File: config.mk
export PLATFORM = sky130hd
export DESIGN_NAME = plru_tree
export DESIGN_NICKNAME = d
export VERILOG_FILES = /design/src/rtl/plru_tree.sv
export SDC_FILE = /design/constraint.sdc
export NUM_CORES = 1
export LEC_CHECK = 0
export BUFFER_PORTS_ARGS = -buffer_cell sky130_fd_sc_hd__buf_2
export CORE_ASPECT_RATIO = 0.5
export CORE_MARGIN = 3
export CORE_UTILIZATION = 40
export CTS_CLUSTER_SIZE = 12
export DETAILED_ROUTE_END_ITERATION = 8
export PLACE_DENSITY = 0.6
export SLEW_MARGIN = 40
export SYNTH_ARGS = -nofsm -noshare
export SYNTH_HDL_FRONTEND = slang
export SYNTH_SLANG_ARGS = --single-unit
File: constraint.sdc
create_clock -name clk_in -period 3.9 [get_ports clk_in]
set_input_delay 0.195 -clock clk_in [delete_from_list [all_inputs] [get_ports clk_in]]
set_output_delay 0.195 -clock clk_in [all_outputs]
set_load 0.005 [all_outputs]
File: src/rtl/plru_tree.sv
`timescale 1ns/100ps

module plru_tree #(
  parameter int NUM_WAYS = 4,
  parameter int NUM_SETS = 16
) (
  input  logic                        clk_in,
  input  logic                        rst_N_in,
  input  logic [$clog2(NUM_SETS)-1:0] lookup_set,
  input  logic                        plru_touch,
  input  logic [$clog2(NUM_WAYS)-1:0] way_sel,
  output logic [$clog2(NUM_WAYS)-1:0] victim_way
);

  localparam int LEVELS = $clog2(NUM_WAYS);

  // heap order: node n has children 2n+1 (low half) and 2n+2 (high half)
  logic [NUM_WAYS-2:0] tree [NUM_SETS];
  logic [NUM_WAYS-2:0] touched;  // tree of the set after a touch

  always_comb begin
    int   node;
    logic dir;
    // walk from the root along the bits to find the victim
    node       = 0;
    victim_way = '0;
    for (int l = 0; l < LEVELS; l++) begin
      dir                      = tree[lookup_set][node];  // 1 = high half is older
      victim_way[LEVELS-1-l]   = dir;
      node                     = 2 * node + 1 + int'(dir);
    end
    // touch points every node on the path away from way_sel
    node    = 0;
    touched = tree[lookup_set];
    for (int l = 0; l < LEVELS; l++) begin
      dir           = way_sel[LEVELS-1-l];
      touched[node] = ~dir;
      node          = 2 * node + 1 + int'(dir);
    end
  end

  always_ff @(posedge clk_in) begin
    if (!rst_N_in) begin
      for (int s = 0; s < NUM_SETS; s++) tree[s] <= '0;  // all point at way 0
    end else if (plru_touch) begin
      tree[lookup_set] <= touched;
    end
  end

  // a way just touched is never the next victim of its set
  assert property (@(posedge clk_in) disable iff (!rst_N_in)
    plru_touch |=> (lookup_set != $past(lookup_set)) || (victim_way != $past(way_sel)));

endmodule

==> run_results.csv <==
group,metric,value,unit
drt,detail_route.wirelength,4638,µm
yosys,syn_avg_cell_area,12.12,µm²
cts,cts_resized,0,
cells_and_area,drive_gt1_share,16.08,%
yosys,yosysMostFrequentCell,"sky130_fd_sc_hd__nor2_1",
global_route,number_of_antenna_violations_at_the_first_check_in_global_routing,0,
placed_design,placement.setup.worst_slack,1.430,ns
cells_and_area,finalInstanceArea,2552,µm²
drt,vias,1478,
pwr,power-per-cell-area,437.4,nW/µm²
sta,period_minus_slack,2.159,ns
cells_and_area,syn2layout_area_growth,8.568,%
cells_and_area,n_fill_cell,503,
cells_and_area,largest_registers_ranked_by_flip_flop_count,"tree: 48 flops",
yosys,yosys.cell_types.count,25,
cts,cts_tree,"done",
drt,drtAntennaViolNets,0,
cells_and_area,top_register,"tree",
sta,maxSlewHeadroom,47.60,%
pwr,clockPowerShare,36.6,%
floorplan,die_w,114.4,µm
drt,wl_met3,176,µm
placed_design,hpwlAfterDp,3396,µm
drt,drt-met1-wl,2238,µm
pwr,ir_drop,0.1988,mV
sta,report.final.slew_viol_count,0,
cts,clkTransAtPathRegs,0.06,ns
status,run_status,"finished clean",
floorplan,die_outline_height,60.21,µm
yosys,synth_fp_nets,203,
yosys,dominantRegCellSynth,"sky130_fd_sc_hd__edfxtp_1",
global_route,grt_util_all_layers,15.17,%
worst_hold_path,hp-class,"input port to flop",
drt,wl_met2,2130,µm
placed_design,place.port_buffers,10,
yosys,asyncSetResetFlopFracSynth,0,%
sta,final.setup.worst_slack,1.741,ns
cts,cts_htree_levels,2,
cells_and_area,net_count_final,207,
yosys,synth_cells,194,
yosys,synth_top_cell_area_share,61.31,%
placed_design,finalWeightedCongestion,0.7861,
global_route,grt_first_pass_wirelength,7672,µm
drt,drc,0,
yosys,ys_top_cells_by_area,"sky130_fd_sc_hd__edfxtp_1 61%, sky130_fd_sc_hd__nor2_1 8.0%, sky130_fd_sc_hd__mux4_2 7.7%",
cts,clk_latency,0.29,ns
yosys,ys_ff_latch,48,
sta,final_hold_viol_count,0,
global_route,grt_max_degree,21,
yosys,netlist_top_cells_count,"50 x sky130_fd_sc_hd__nor2_1, 48 x sky130_fd_sc_hd__edfxtp_1, 32 x sky130_fd_sc_hd__nand2_1",
global_route,globalRoute.totalOverflow,0,
cells_and_area,antenna-diode-count,0,
sta,finalSetupViolCount,0,
placed_design,placement_stage_cell_area,2412,µm²
pwr,power_frac_seq,53.7,%
drt,first_pass_iters,4,
drt,wl_per_cell,17.05,µm
critical_path,timing.critical_path.to_type,"output port",
sta,tightestPinTransition,0.7861,ns
critical_path,timing.setup.critical_path_class,"flop to output port",
sta,post_route_setup_tns,0,ns
pwr,static_leak,0.9182,nW
floorplan,core-area,5587,µm²
cts,cts-hold-fix-buffers,0,
critical_path,crit_arrival,1.96,ns
cts,postCtsSetupRepairBufs,0,
cts,numClockSinks,48,
sta,post-route-period-util,55.37,%
sta,largest_clock_skew_in_the_final_design,0.003447,ns
floorplan,num_io_pins,11,
job,max_capacitance_violation_total,0,
yosys,synth.cell_area,2351,µm²
floorplan,design.die.area,6889,µm²
sta,rsz_0062_raised_after_global_routing,"no",
global_route,first_global_vias,1459,
floorplan,core.rowCount,19,
drt,detail_route.iter0.violations,73,
critical_path,worst-path-max-fanout,3,
pwr,net_switching,0.0002521,W
sta,fmaxAchievable,0.4631,GHz
critical_path,crit_path_start_kind,"flop",
yosys,yosysSeqAreaShare,61.31,%
drt,highest_layer,"met4",
cts,clock-root-buffer,"sky130_fd_sc_hd__clkbuf_16",
yosys,synth_area_leader_cell,"sky130_fd_sc_hd__edfxtp_1",
floorplan,floorplan.initialDensity,42.08,%
pwr,sw_frac_of_total,22.58,%
cells_and_area,largest_reg_flops,48,
yosys,synth_enable_flop_cells,48,
pwr,comb_power_share,9.7,%
yosys,synth_warnings,0,
cts,cts_buffers,5,
pwr,internal-power,0.0008644,W
critical_path,worst_ep_required_time,3.70,ns
cts,cts-root-to-sink-buffers,2,
drt,vias_per_cell,5.434,
==> metal layers <==
layer / GRT usage (%) / vias up
met4: 6.091 / 0
li1: - / 705
met1: 20.93 / 734
met2: 23.82 / 30
met5: 0 / -
met3: 3.033 / 9
==> final cells by class <==
cell class / instances / area, µm² / share of cell area, %
flip-flops and latches: 48 / 1441 / 56.47
multi-input cells: 130 / 818.3 / 32.06
clock buffers: 6 / 128.9 / 5.049
well taps: 73 / 91.34 / 3.578
repair buffers: 10 / 50.05 / 1.961
clock inverters: 2 / 11.26 / 0.4412
inverters: 3 / 11.26 / 0.4412
==> final timing paths <==
| path | from | end | slack (ns) | cells after the start |
|---|---|---|---|---|
| max reg2reg | tree[1][2] | tree[13][2] | 1.77 | 5 |
| min | way_sel[1] | tree[4][0] | 0.43 | 2 |
| min reg2reg | tree[7][2] | tree[7][2] | 1.25 | 4 |
| max | tree[0][0] | victim_way[0] | 1.74 | 6 |
==> critical path: stages (launching register included) <==
cell and delay, ns:
sky130_fd_sc_hd__edfxtp_1 0.40, sky130_fd_sc_hd__mux4_2 0.47, sky130_fd_sc_hd__a22oi_1 0.18, sky130_fd_sc_hd__nand3_1 0.18, sky130_fd_sc_hd__nor3_1 0.25, sky130_fd_sc_hd__a21oi_1 0.07, sky130_fd_sc_hd__buf_2 0.14
==> stage by stage <==
step                      hold slack, ns  power (W)  util [%]  instances
final                             0.4256   0.001117     45.69        272
after detailed placement          0.7129  0.0007191     43.18        264
after floorplan                   0.4719  0.0006904         -        194
after global placement            0.7052  0.0007179     43.18        264
after global routing              0.4499   0.001152     45.69        272
after CTS                         0.4173   0.001121     45.69        272
==> cells in the final DEF, fill, tap and decap left out, drive strengths merged <==
| cell | n |
|---|---|
| nor2 | 50 |
| nor3b | 2 |
| nand3 | 6 |
| clkinvlp | 1 |
| o31ai | 2 |
| o21ai | 2 |
| edfxtp | 48 |
| mux2 | 2 |
| mux4 | 8 |
| and4 | 1 |
| a311oi | 2 |
| a21oi | 3 |
| clkinv | 1 |
| a221o | 2 |
| a22oi | 1 |
| nand2b | 1 |
| clkbuf | 6 |
| nand2 | 32 |
| inv | 3 |
| nor2b | 4 |
| nor3 | 6 |
| mux2i | 6 |
| buf | 10 |
==> cell families after synthesis <==
kind of cell | after synthesis | share of synthesized area [%]
AOI/OAI and AO/OA | 12 | 5.641
buffers and inverters | 16 | 3.885
DFF | 48 | 61.31
muxes | 16 | 11.18
and+or+nand+nor | 102 | 17.99
==> power groups by stage <==
stage	registers, W	clock network, W	logic (W)
3_3_place_gp	0.000610	0	0.000108
5_1_grt	0.000602	0.000431	0.000119
4_1_cts	0.000600	0.000413	0.000109
6_report	0.000600	0.000409	0.000108
2_1_floorplan	0.000605	0	0.0000856
3_5_place_dp	0.000610	0	0.000109
(Power assumes the default switching activity.)
