--- src/rtl/cache_bus_pkg.sv ---
package cache_bus_pkg;

  // fixed port widths
  localparam int ADDR_W     = 32;               // byte address
  localparam int WORD_W     = 32;               // requester data word
  localparam int LINE_BYTES = 16;               // four words per line
  localparam int LINE_W     = LINE_BYTES * 8;   // line in bits

  typedef logic [ADDR_W-1:0] addr_t;
  typedef logic [WORD_W-1:0] word_t;
  typedef logic [LINE_W-1:0] line_t;

  // upper side request, held by the requester until req_ready
  typedef struct packed {
    logic  write;  // 1 = store word, 0 = load word
    addr_t addr;   // byte address, word aligned
    word_t wdata;  // store data, ignored on loads
  } cpu_req_t;

  // upper side response
  typedef struct packed {
    word_t rdata;  // load data, zero for a store
  } cpu_resp_t;

  // lower side request, one whole line per transfer
  typedef struct packed {
    logic  write;  // 1 = write-back of a victim, 0 = line fetch
    addr_t addr;   // line aligned
    line_t wdata;  // victim line on write-back
  } mem_req_t;

  // lower side response, one per line fetch
  typedef struct packed {
    line_t rdata;  // fill line, always clean
  } mem_resp_t;

endpackage

--- src/rtl/cache_core_pkg.sv ---
package cache_core_pkg;

  // address split: | tag (set bits included) | word select | byte |
  localparam int OFFSET_W   = 4;  // byte offset inside a 16 byte line
  localparam int WORD_SEL_W = 2;  // word inside the line
  localparam int TAG_W      = cache_bus_pkg::ADDR_W - OFFSET_W;

  // set bits stay inside the tag so the width is independent of NUM_SETS
  typedef logic [TAG_W-1:0] tag_t;

  typedef struct packed {
    logic valid;
    logic dirty;  // line differs from lower memory
    tag_t tag;
  } tag_entry_t;

  // controller states
  typedef enum logic [3:0] {
    IDLE,       // waiting for a request or a flush
    LOOKUP,     // tag compare, hit service
    EVICT,      // write-back of a dirty victim
    FILL_REQ,   // line fetch request out
    FILL_WAIT,  // waiting for the fill line
    REFILL,     // write fill line and tag
    RESPOND,    // response held until resp_ready
    FLUSH       // invalidate one set per cycle
  } ctrl_state_t;

endpackage

--- src/rtl/cache_ctrl.sv ---
`timescale 1ns/100ps

module cache_ctrl #(
  parameter int NUM_WAYS = 4,
  parameter int NUM_SETS = 16
) (
  input  logic                                   clk_in,
  input  logic                                   rst_N_in,
  input  logic                                   flush,
  input  logic                                   req_valid,
  output logic                                   req_ready,
  input  cache_bus_pkg::cpu_req_t                req,
  output logic                                   resp_valid,
  input  logic                                   resp_ready,
  output cache_bus_pkg::cpu_resp_t               resp,
  output logic                                   mem_req_valid,
  input  logic                                   mem_req_ready,
  output cache_bus_pkg::mem_req_t                mem_req,
  input  logic                                   mem_resp_valid,
  input  cache_bus_pkg::mem_resp_t               mem_resp,
  input  logic                                   hit,
  input  logic [$clog2(NUM_WAYS)-1:0]            hit_way,
  input  cache_core_pkg::tag_entry_t             victim_entry,
  input  logic [$clog2(NUM_WAYS)-1:0]            victim_way,
  input  cache_bus_pkg::word_t                   rd_word,
  input  cache_bus_pkg::line_t                   rd_line,
  output logic [$clog2(NUM_SETS)-1:0]            lookup_set,
  output cache_core_pkg::tag_t                   lookup_tag,
  output logic [cache_core_pkg::WORD_SEL_W-1:0]  word_sel,
  output logic [$clog2(NUM_WAYS)-1:0]            way_sel,
  output logic                                   tag_mark_dirty,
  output logic                                   tag_install,
  output logic                                   tag_invalidate,
  output logic                                   data_write_word,
  output logic                                   data_write_line,
  output cache_bus_pkg::word_t                   wr_word,
  output cache_bus_pkg::line_t                   wr_line,
  output logic                                   plru_touch
);

  localparam int SET_W = $clog2(NUM_SETS);
  localparam int OFF_W = cache_core_pkg::OFFSET_W;

  cache_core_pkg::ctrl_state_t state_q, state_d;
  logic                        ready_en;   // low for the first cycle out of reset
  logic [SET_W-1:0]            flush_set;  // set being invalidated
  logic [$clog2(NUM_WAYS)-1:0] victim_q;   // way chosen on the miss
  cache_bus_pkg::cpu_req_t     req_q;      // accepted request
  cache_bus_pkg::cpu_resp_t    resp_q;
  cache_bus_pkg::mem_req_t     mem_req_q;
  cache_bus_pkg::mem_req_t     fill_req;   // line fetch for the held request
  cache_bus_pkg::line_t        fill_q;     // fill line waiting for REFILL

  // address fields of the held request, flush walks the sets instead
  assign lookup_tag = req_q.addr[cache_bus_pkg::ADDR_W-1:OFF_W];
  assign word_sel   = req_q.addr[OFF_W-1 -: cache_core_pkg::WORD_SEL_W];
  assign lookup_set = (state_q == cache_core_pkg::FLUSH) ? flush_set
                                                         : req_q.addr[OFF_W +: SET_W];
  assign wr_word = req_q.wdata;
  assign wr_line = fill_q;
  assign fill_req = '{write: 1'b0, addr: {lookup_tag, {OFF_W{1'b0}}}, wdata: '0};

  // handshakes, flush wins over a request in the same cycle
  assign req_ready     = (state_q == cache_core_pkg::IDLE) && ready_en && !flush;
  assign resp_valid    = (state_q == cache_core_pkg::RESPOND);
  assign resp          = resp_q;
  assign mem_req_valid = (state_q == cache_core_pkg::EVICT) ||
                         (state_q == cache_core_pkg::FILL_REQ);
  assign mem_req       = mem_req_q;

  always_comb begin
    state_d         = state_q;
    way_sel         = victim_q;  // miss path works on the saved victim
    tag_mark_dirty  = 1'b0;
    tag_install     = 1'b0;
    tag_invalidate  = 1'b0;
    data_write_word = 1'b0;
    data_write_line = 1'b0;
    plru_touch      = 1'b0;
    case (state_q)
      cache_core_pkg::IDLE: begin
        if (flush) state_d = cache_core_pkg::FLUSH;
        else if (req_valid && req_ready) state_d = cache_core_pkg::LOOKUP;
      end
      cache_core_pkg::LOOKUP: begin
        if (hit) begin
          way_sel         = hit_way;
          plru_touch      = 1'b1;         // hit way becomes most recent
          data_write_word = req_q.write;  // store lands in place
          tag_mark_dirty  = req_q.write;
          state_d         = cache_core_pkg::RESPOND;
        end else begin
          way_sel = victim_way;           // rd_line now holds the victim
          state_d = (victim_entry.valid && victim_entry.dirty) ? cache_core_pkg::EVICT
                                                               : cache_core_pkg::FILL_REQ;
        end
      end
      cache_core_pkg::EVICT:     if (mem_req_ready) state_d = cache_core_pkg::FILL_REQ;
      cache_core_pkg::FILL_REQ:  if (mem_req_ready) state_d = cache_core_pkg::FILL_WAIT;
      cache_core_pkg::FILL_WAIT: if (mem_resp_valid) state_d = cache_core_pkg::REFILL;
      cache_core_pkg::REFILL: begin
        data_write_line = 1'b1;
        tag_install     = 1'b1;
        state_d         = cache_core_pkg::LOOKUP;  // replays as a hit
      end
      cache_core_pkg::RESPOND:   if (resp_ready) state_d = cache_core_pkg::IDLE;
      cache_core_pkg::FLUSH: begin
        tag_invalidate = 1'b1;
        if (&flush_set) state_d = cache_core_pkg::IDLE;  // last set done
      end
      default: state_d = cache_core_pkg::IDLE;
    endcase
  end

  always_ff @(posedge clk_in) begin
    if (!rst_N_in) begin
      state_q   <= cache_core_pkg::IDLE;
      ready_en  <= 1'b0;
      flush_set <= '0;
    end else begin
      state_q  <= state_d;
      ready_en <= 1'b1;
      if (state_q == cache_core_pkg::FLUSH) flush_set <= flush_set + 1'b1;  // wraps to 0
    end
  end

  // request, response and line payloads
  always_ff @(posedge clk_in) begin
    if (req_valid && req_ready) req_q <= req;
    if (state_q == cache_core_pkg::LOOKUP) begin
      if (hit) begin
        resp_q.rdata <= req_q.write ? '0 : rd_word;
      end else begin
        victim_q <= victim_way;
        if (victim_entry.valid && victim_entry.dirty)
          mem_req_q <= '{write: 1'b1, addr: {victim_entry.tag, {OFF_W{1'b0}}}, wdata: rd_line};
        else
          mem_req_q <= fill_req;
      end
    end
    if (state_q == cache_core_pkg::EVICT && mem_req_ready) mem_req_q <= fill_req;
    if (state_q == cache_core_pkg::FILL_WAIT && mem_resp_valid) fill_q <= mem_resp.rdata;
  end

  // both outputs hold under back-pressure
  assert property (@(posedge clk_in) disable iff (!rst_N_in)
    resp_valid && !resp_ready |=> resp_valid && $stable(resp));
  assert property (@(posedge clk_in) disable iff (!rst_N_in)
    mem_req_valid && !mem_req_ready |=> mem_req_valid && $stable(mem_req));

endmodule

--- config.mk ---
export PLATFORM = sky130hd
export DESIGN_NAME = cache_ctrl
export DESIGN_NICKNAME = d
export VERILOG_FILES = /design/src/rtl/cache_bus_pkg.sv /design/src/rtl/cache_core_pkg.sv /design/src/rtl/cache_ctrl.sv
export SDC_FILE = /design/constraint.sdc
export NUM_CORES = 1
export LEC_CHECK = 0
export ABC_AREA = 1
export BUFFER_PORTS_ARGS = -buffer_cell sky130_fd_sc_hd__buf_2
export CAP_MARGIN = 30
export CORE_AREA = 2 2 307 309
export CTS_BUF_LIST = sky130_fd_sc_hd__clkbuf_4 sky130_fd_sc_hd__clkbuf_8
export DETAILED_ROUTE_END_ITERATION = 12
export DIE_AREA = 0 0 309 311
export MAX_ROUTING_LAYER = met4
export REMOVE_ABC_BUFFERS = 1
export SLEW_MARGIN = 0
export SYNTH_ARGS = -nofsm -noshare
export SYNTH_HDL_FRONTEND = slang
export SYNTH_SLANG_ARGS = --single-unit
export TNS_END_PERCENT = 100
--- constraint.sdc ---
create_clock -name clk_in -period 15.57 [get_ports clk_in]
set_input_delay 3.8925 -clock clk_in [delete_from_list [all_inputs] [get_ports clk_in]]
set_output_delay 3.8925 -clock clk_in [all_outputs]
set_load 0.03 [all_outputs]
==> flow_summary_export.csv <==
group,metric,value,unit
sta,fmax,110.6,MHz
critical_path,critPathBufInv,4,
clock_network,cts-hold-fix-buffers,0,
clock_network,postCtsSetupBuffers,0,
placed_design,post-dp-hpwl,46940,um
critical_path,cpLargestDelayFamily,"buffers and inverters",
pwr,p_int,2.205,mW
final_layout,multi_input_area,2524,sq um
placed_design,place_area,18750,sq um
placed_design,portBuffers,786,
sta,min_period,9.043,ns
die,start_util,14.96,%
pwr,p_switching,1.340,mW
critical_path,critPathSlowestCell,"buf_4",
pwr,clockPowerShare,31.2,%
drt,vias_per_cell,3.512,
sta,rsz0062_at_grt,"no",
final_layout,syn2layout_area_growth,47.06,%
clock_network,clock_sinks,390,
pwr,leakage,9.437,nW
logic_synthesis,ys_seq_area_share,74.52,%
sta,setup_viol,0,
logic_synthesis,ys_seq_elements,390,
critical_path,worstSetupPathType,"in -> out",
final_layout,seq_area,10340,sq um
final_layout,post-route-cell-area,20400,sq um
drt,route.detailed.drc,0,
die,die_area,96100,sq um
grt,grt_pass1_vias,11372,
critical_path,end_kind,"primary output",
pwr,p_total,3.545,mW
clock_network,htree_levels,3,
die,coreArea,92770,sq um
die,row_count,112,
drt,finalWirelength,60300,um
grt,grt_max_degree,80,
drt,vias,11409,
pwr,combPwrFrac,28.9,%
critical_path,max_stage_delay,0.44,ns
sta,slew_headroom,37.49,%
grt,grt_pass1_wl,80520,um
run_status,status,"finished clean",
critical_path,worstPathRequired,11.68,ns
clock_network,cts_tree,"yes",
pwr,pwr-share-seq,39.9,%
sta,drv_slew,0,
drt,wl_per_cell,18.56,um
clock_network,numCtsBuffers,75,
die,die_x,309,um
clock_network,cts.path.max_buffers,3,
logic_synthesis,ys_types,26,
final_layout,nNetsFinal,2315,
sta,tns,0,ns
clock_network,cts_resized,0,
sta,max_slew.worst_pin.slew,0.9377,ns
drt,drt_iter0_markers,619,
pwr,powerDensity,173.8,nW/um^2
sta,period_share,58.08,%
logic_synthesis,netlist_instances,1161,
clock_network,clk_pin_slew_worst_paths,0.06,ns
grt,grtUsageTotal,12.28,%
pwr,switching_share,37.79,%
die,ios,793,
critical_path,crit_arrival,5.15,ns
clock_network,clock-root-buffer,"clkbuf_8",
min_path,hp-class,"reg -> reg",
critical_path,worstPathCellList,"buf_2, nand2_1, inv_2, buf_4, nand2_1, nand3_1, buf_2",
logic_synthesis,postSynthAreaPerCell,11.95,sq um
drt,ant_nets,0,
pwr,ir_drop,0.09188,mV
logic_synthesis,netlist_area,13870,sq um
clock_network,clk_latency,0.68,ns
job,cap_violations,0,
grt,overflow,0,
drt,drtPass1Iterations,5,
critical_path,worst-path-max-fanout,35,
final_layout,drive_gt1_share,47.65,%
sta,fin_skew,0.04520,ns
final_layout,fillers,10153,
critical_path,cp-start-kind,"primary input",
logic_synthesis,synth_warnings,0,
placed_design,gp_congestion,0.8388,
grt,antenna_found_initial,25,
sta,hold_viol,0,
final_layout,final_util,21.99,%
die,die_h,311,um
## Yosys cell counts
cell type / number / area [sq um]
nand4_1: 1 / 6.260
inv_1: 53 / 198.9
ha_1: 1 / 12.51
nor2_4: 2 / 22.52
nor2_1: 103 / 386.6
edfxtp_1: 253 / 7597
conb_1: 1 / 3.750
and3_1: 2 / 12.51
a21boi_0: 1 / 7.510
buf_1: 5 / 18.77
inv_2: 6 / 22.52
buf_4: 68 / 510.5
a211oi_1: 2 / 15.01
dfxtp_1: 137 / 2743
clkbuf_1: 24 / 90.09
nand2_1: 289 / 1085
nand3_1: 142 / 710.7
nand2_2: 1 / 6.260
nor2_2: 1 / 6.260
o21ai_0: 13 / 65.06
buf_2: 14 / 70.07
nor3_1: 2 / 10.01
buf_6: 11 / 123.9
o21ai_1: 21 / 105.1
nand3_2: 1 / 10.01
a21oi_1: 7 / 35.03
## kinds of logic (layout without fill, tap and decap cells)
logic type / after synthesis / in the layout / share of synthesized area [%]
simple gates: 544 / 544 / 16.26
flops: 390 / 390 / 74.52
buf+inv: 181 / 996 / 7.458
compound gates: 44 / 44 / 1.641
fa+ha+maj: 1 / 1 / 0.09017
other cells: 1 / 20 / 0.02703
## per-stage QoR
stage / instances / setup WS, ns / hold WS [ns]
2_1_floorplan: 1042 / 5.733 / 0.4539
6_report: 3249 / 6.527 / 0.4391
4_1_cts: 3233 / 6.381 / 0.4408
3_5_place_dp: 3096 / 6.426 / 0.4266
3_3_place_gp: 3093 / 6.257 / 0.4231
5_1_grt: 3248 / 6.404 / 0.4589
## worst paths after layout
kind	startpoint	to	slack (ns)	cells after the start
setup / recovery	hit	way_sel[0]	6.53	7
hold / removal	mem_req[41]	mem_req[41]	0.44	2
setup reg to reg	state_q[2]	mem_req[77]	12.39	11
hold reg to reg	mem_req[41]	mem_req[41]	0.44	2
## flip-flops by register name, summed over array words and instances (netlist names)
name / cells
word_sel: 2
lookup_tag: 28
mem_req: 157
ready_en: 1
victim_q: 2
req_q: 1
wr_line: 128
resp: 32
state_q: 3
flush_set: 4
wr_word: 32
## power groups by stage
stage          registers (mW)  logic (mW)  clock network (mW)
5_1_grt                  1.44        1.11                1.20
6_report                 1.41        1.03                1.11
4_1_cts                  1.42        1.05                1.16
3_5_place_dp             1.43        1.05                   0
2_1_floorplan            1.80       0.266                   0
3_3_place_gp             1.43        1.03                   0
## layout make-up
class                           instances  area share (%)
Clock inverter                         32           1.650
Antenna cell                           16          0.1962
Multi-Input combinational cell        593           12.37
Clock buffer                          105           6.255
Timing Repair Buffer                  800           20.05
Tap cell                             1254           7.690
Sequential cell                       390           50.68
Inverter                               59           1.110
## worst reg2reg max path, cell delays in order (launching register included)
cell,delay (ns)
dfxtp_1,0.35
inv_2,0.21
nand3_2,0.23
nor2_4,0.34
inv_2,0.06
nand2_2,0.06
buf_4,0.51
inv_4,0.44
buf_4,0.37
buf_16,0.27
nand2_1,0.16
nand2_1,0.06
## placed cells by master, fill, tap and decap left out, drive strengths merged
cell type  synthesis  final
nor2             106    106
a211oi             2      2
conb               1      4
o21ai             34     34
ha                 1      1
nor3               2      2
diode              0     16
inv               59     61
a21boi             1      1
nand2            290    290
and3               2      2
dfxtp            137    137
nand4              1      1
a21oi              7      7
edfxtp           253    253
clkbuf            24    105
buf               98    800
clkinvlp           0      3
bufinv             0      5
clkinv             0     22
nand3            143    143
## routing by layer
layer	wire, um	GRT usage (%)	part of all wire (%)	vias to the layer above
met5	0	-	0	-
met4	2295	5.241	3.8	0
met3	5936	5.088	9.8	101
met2	29080	20.39	48	581
met1	23000	12.72	38	5357
li1	-	-	-	5370
Note: power is estimated with default switching activity, not from simulation.
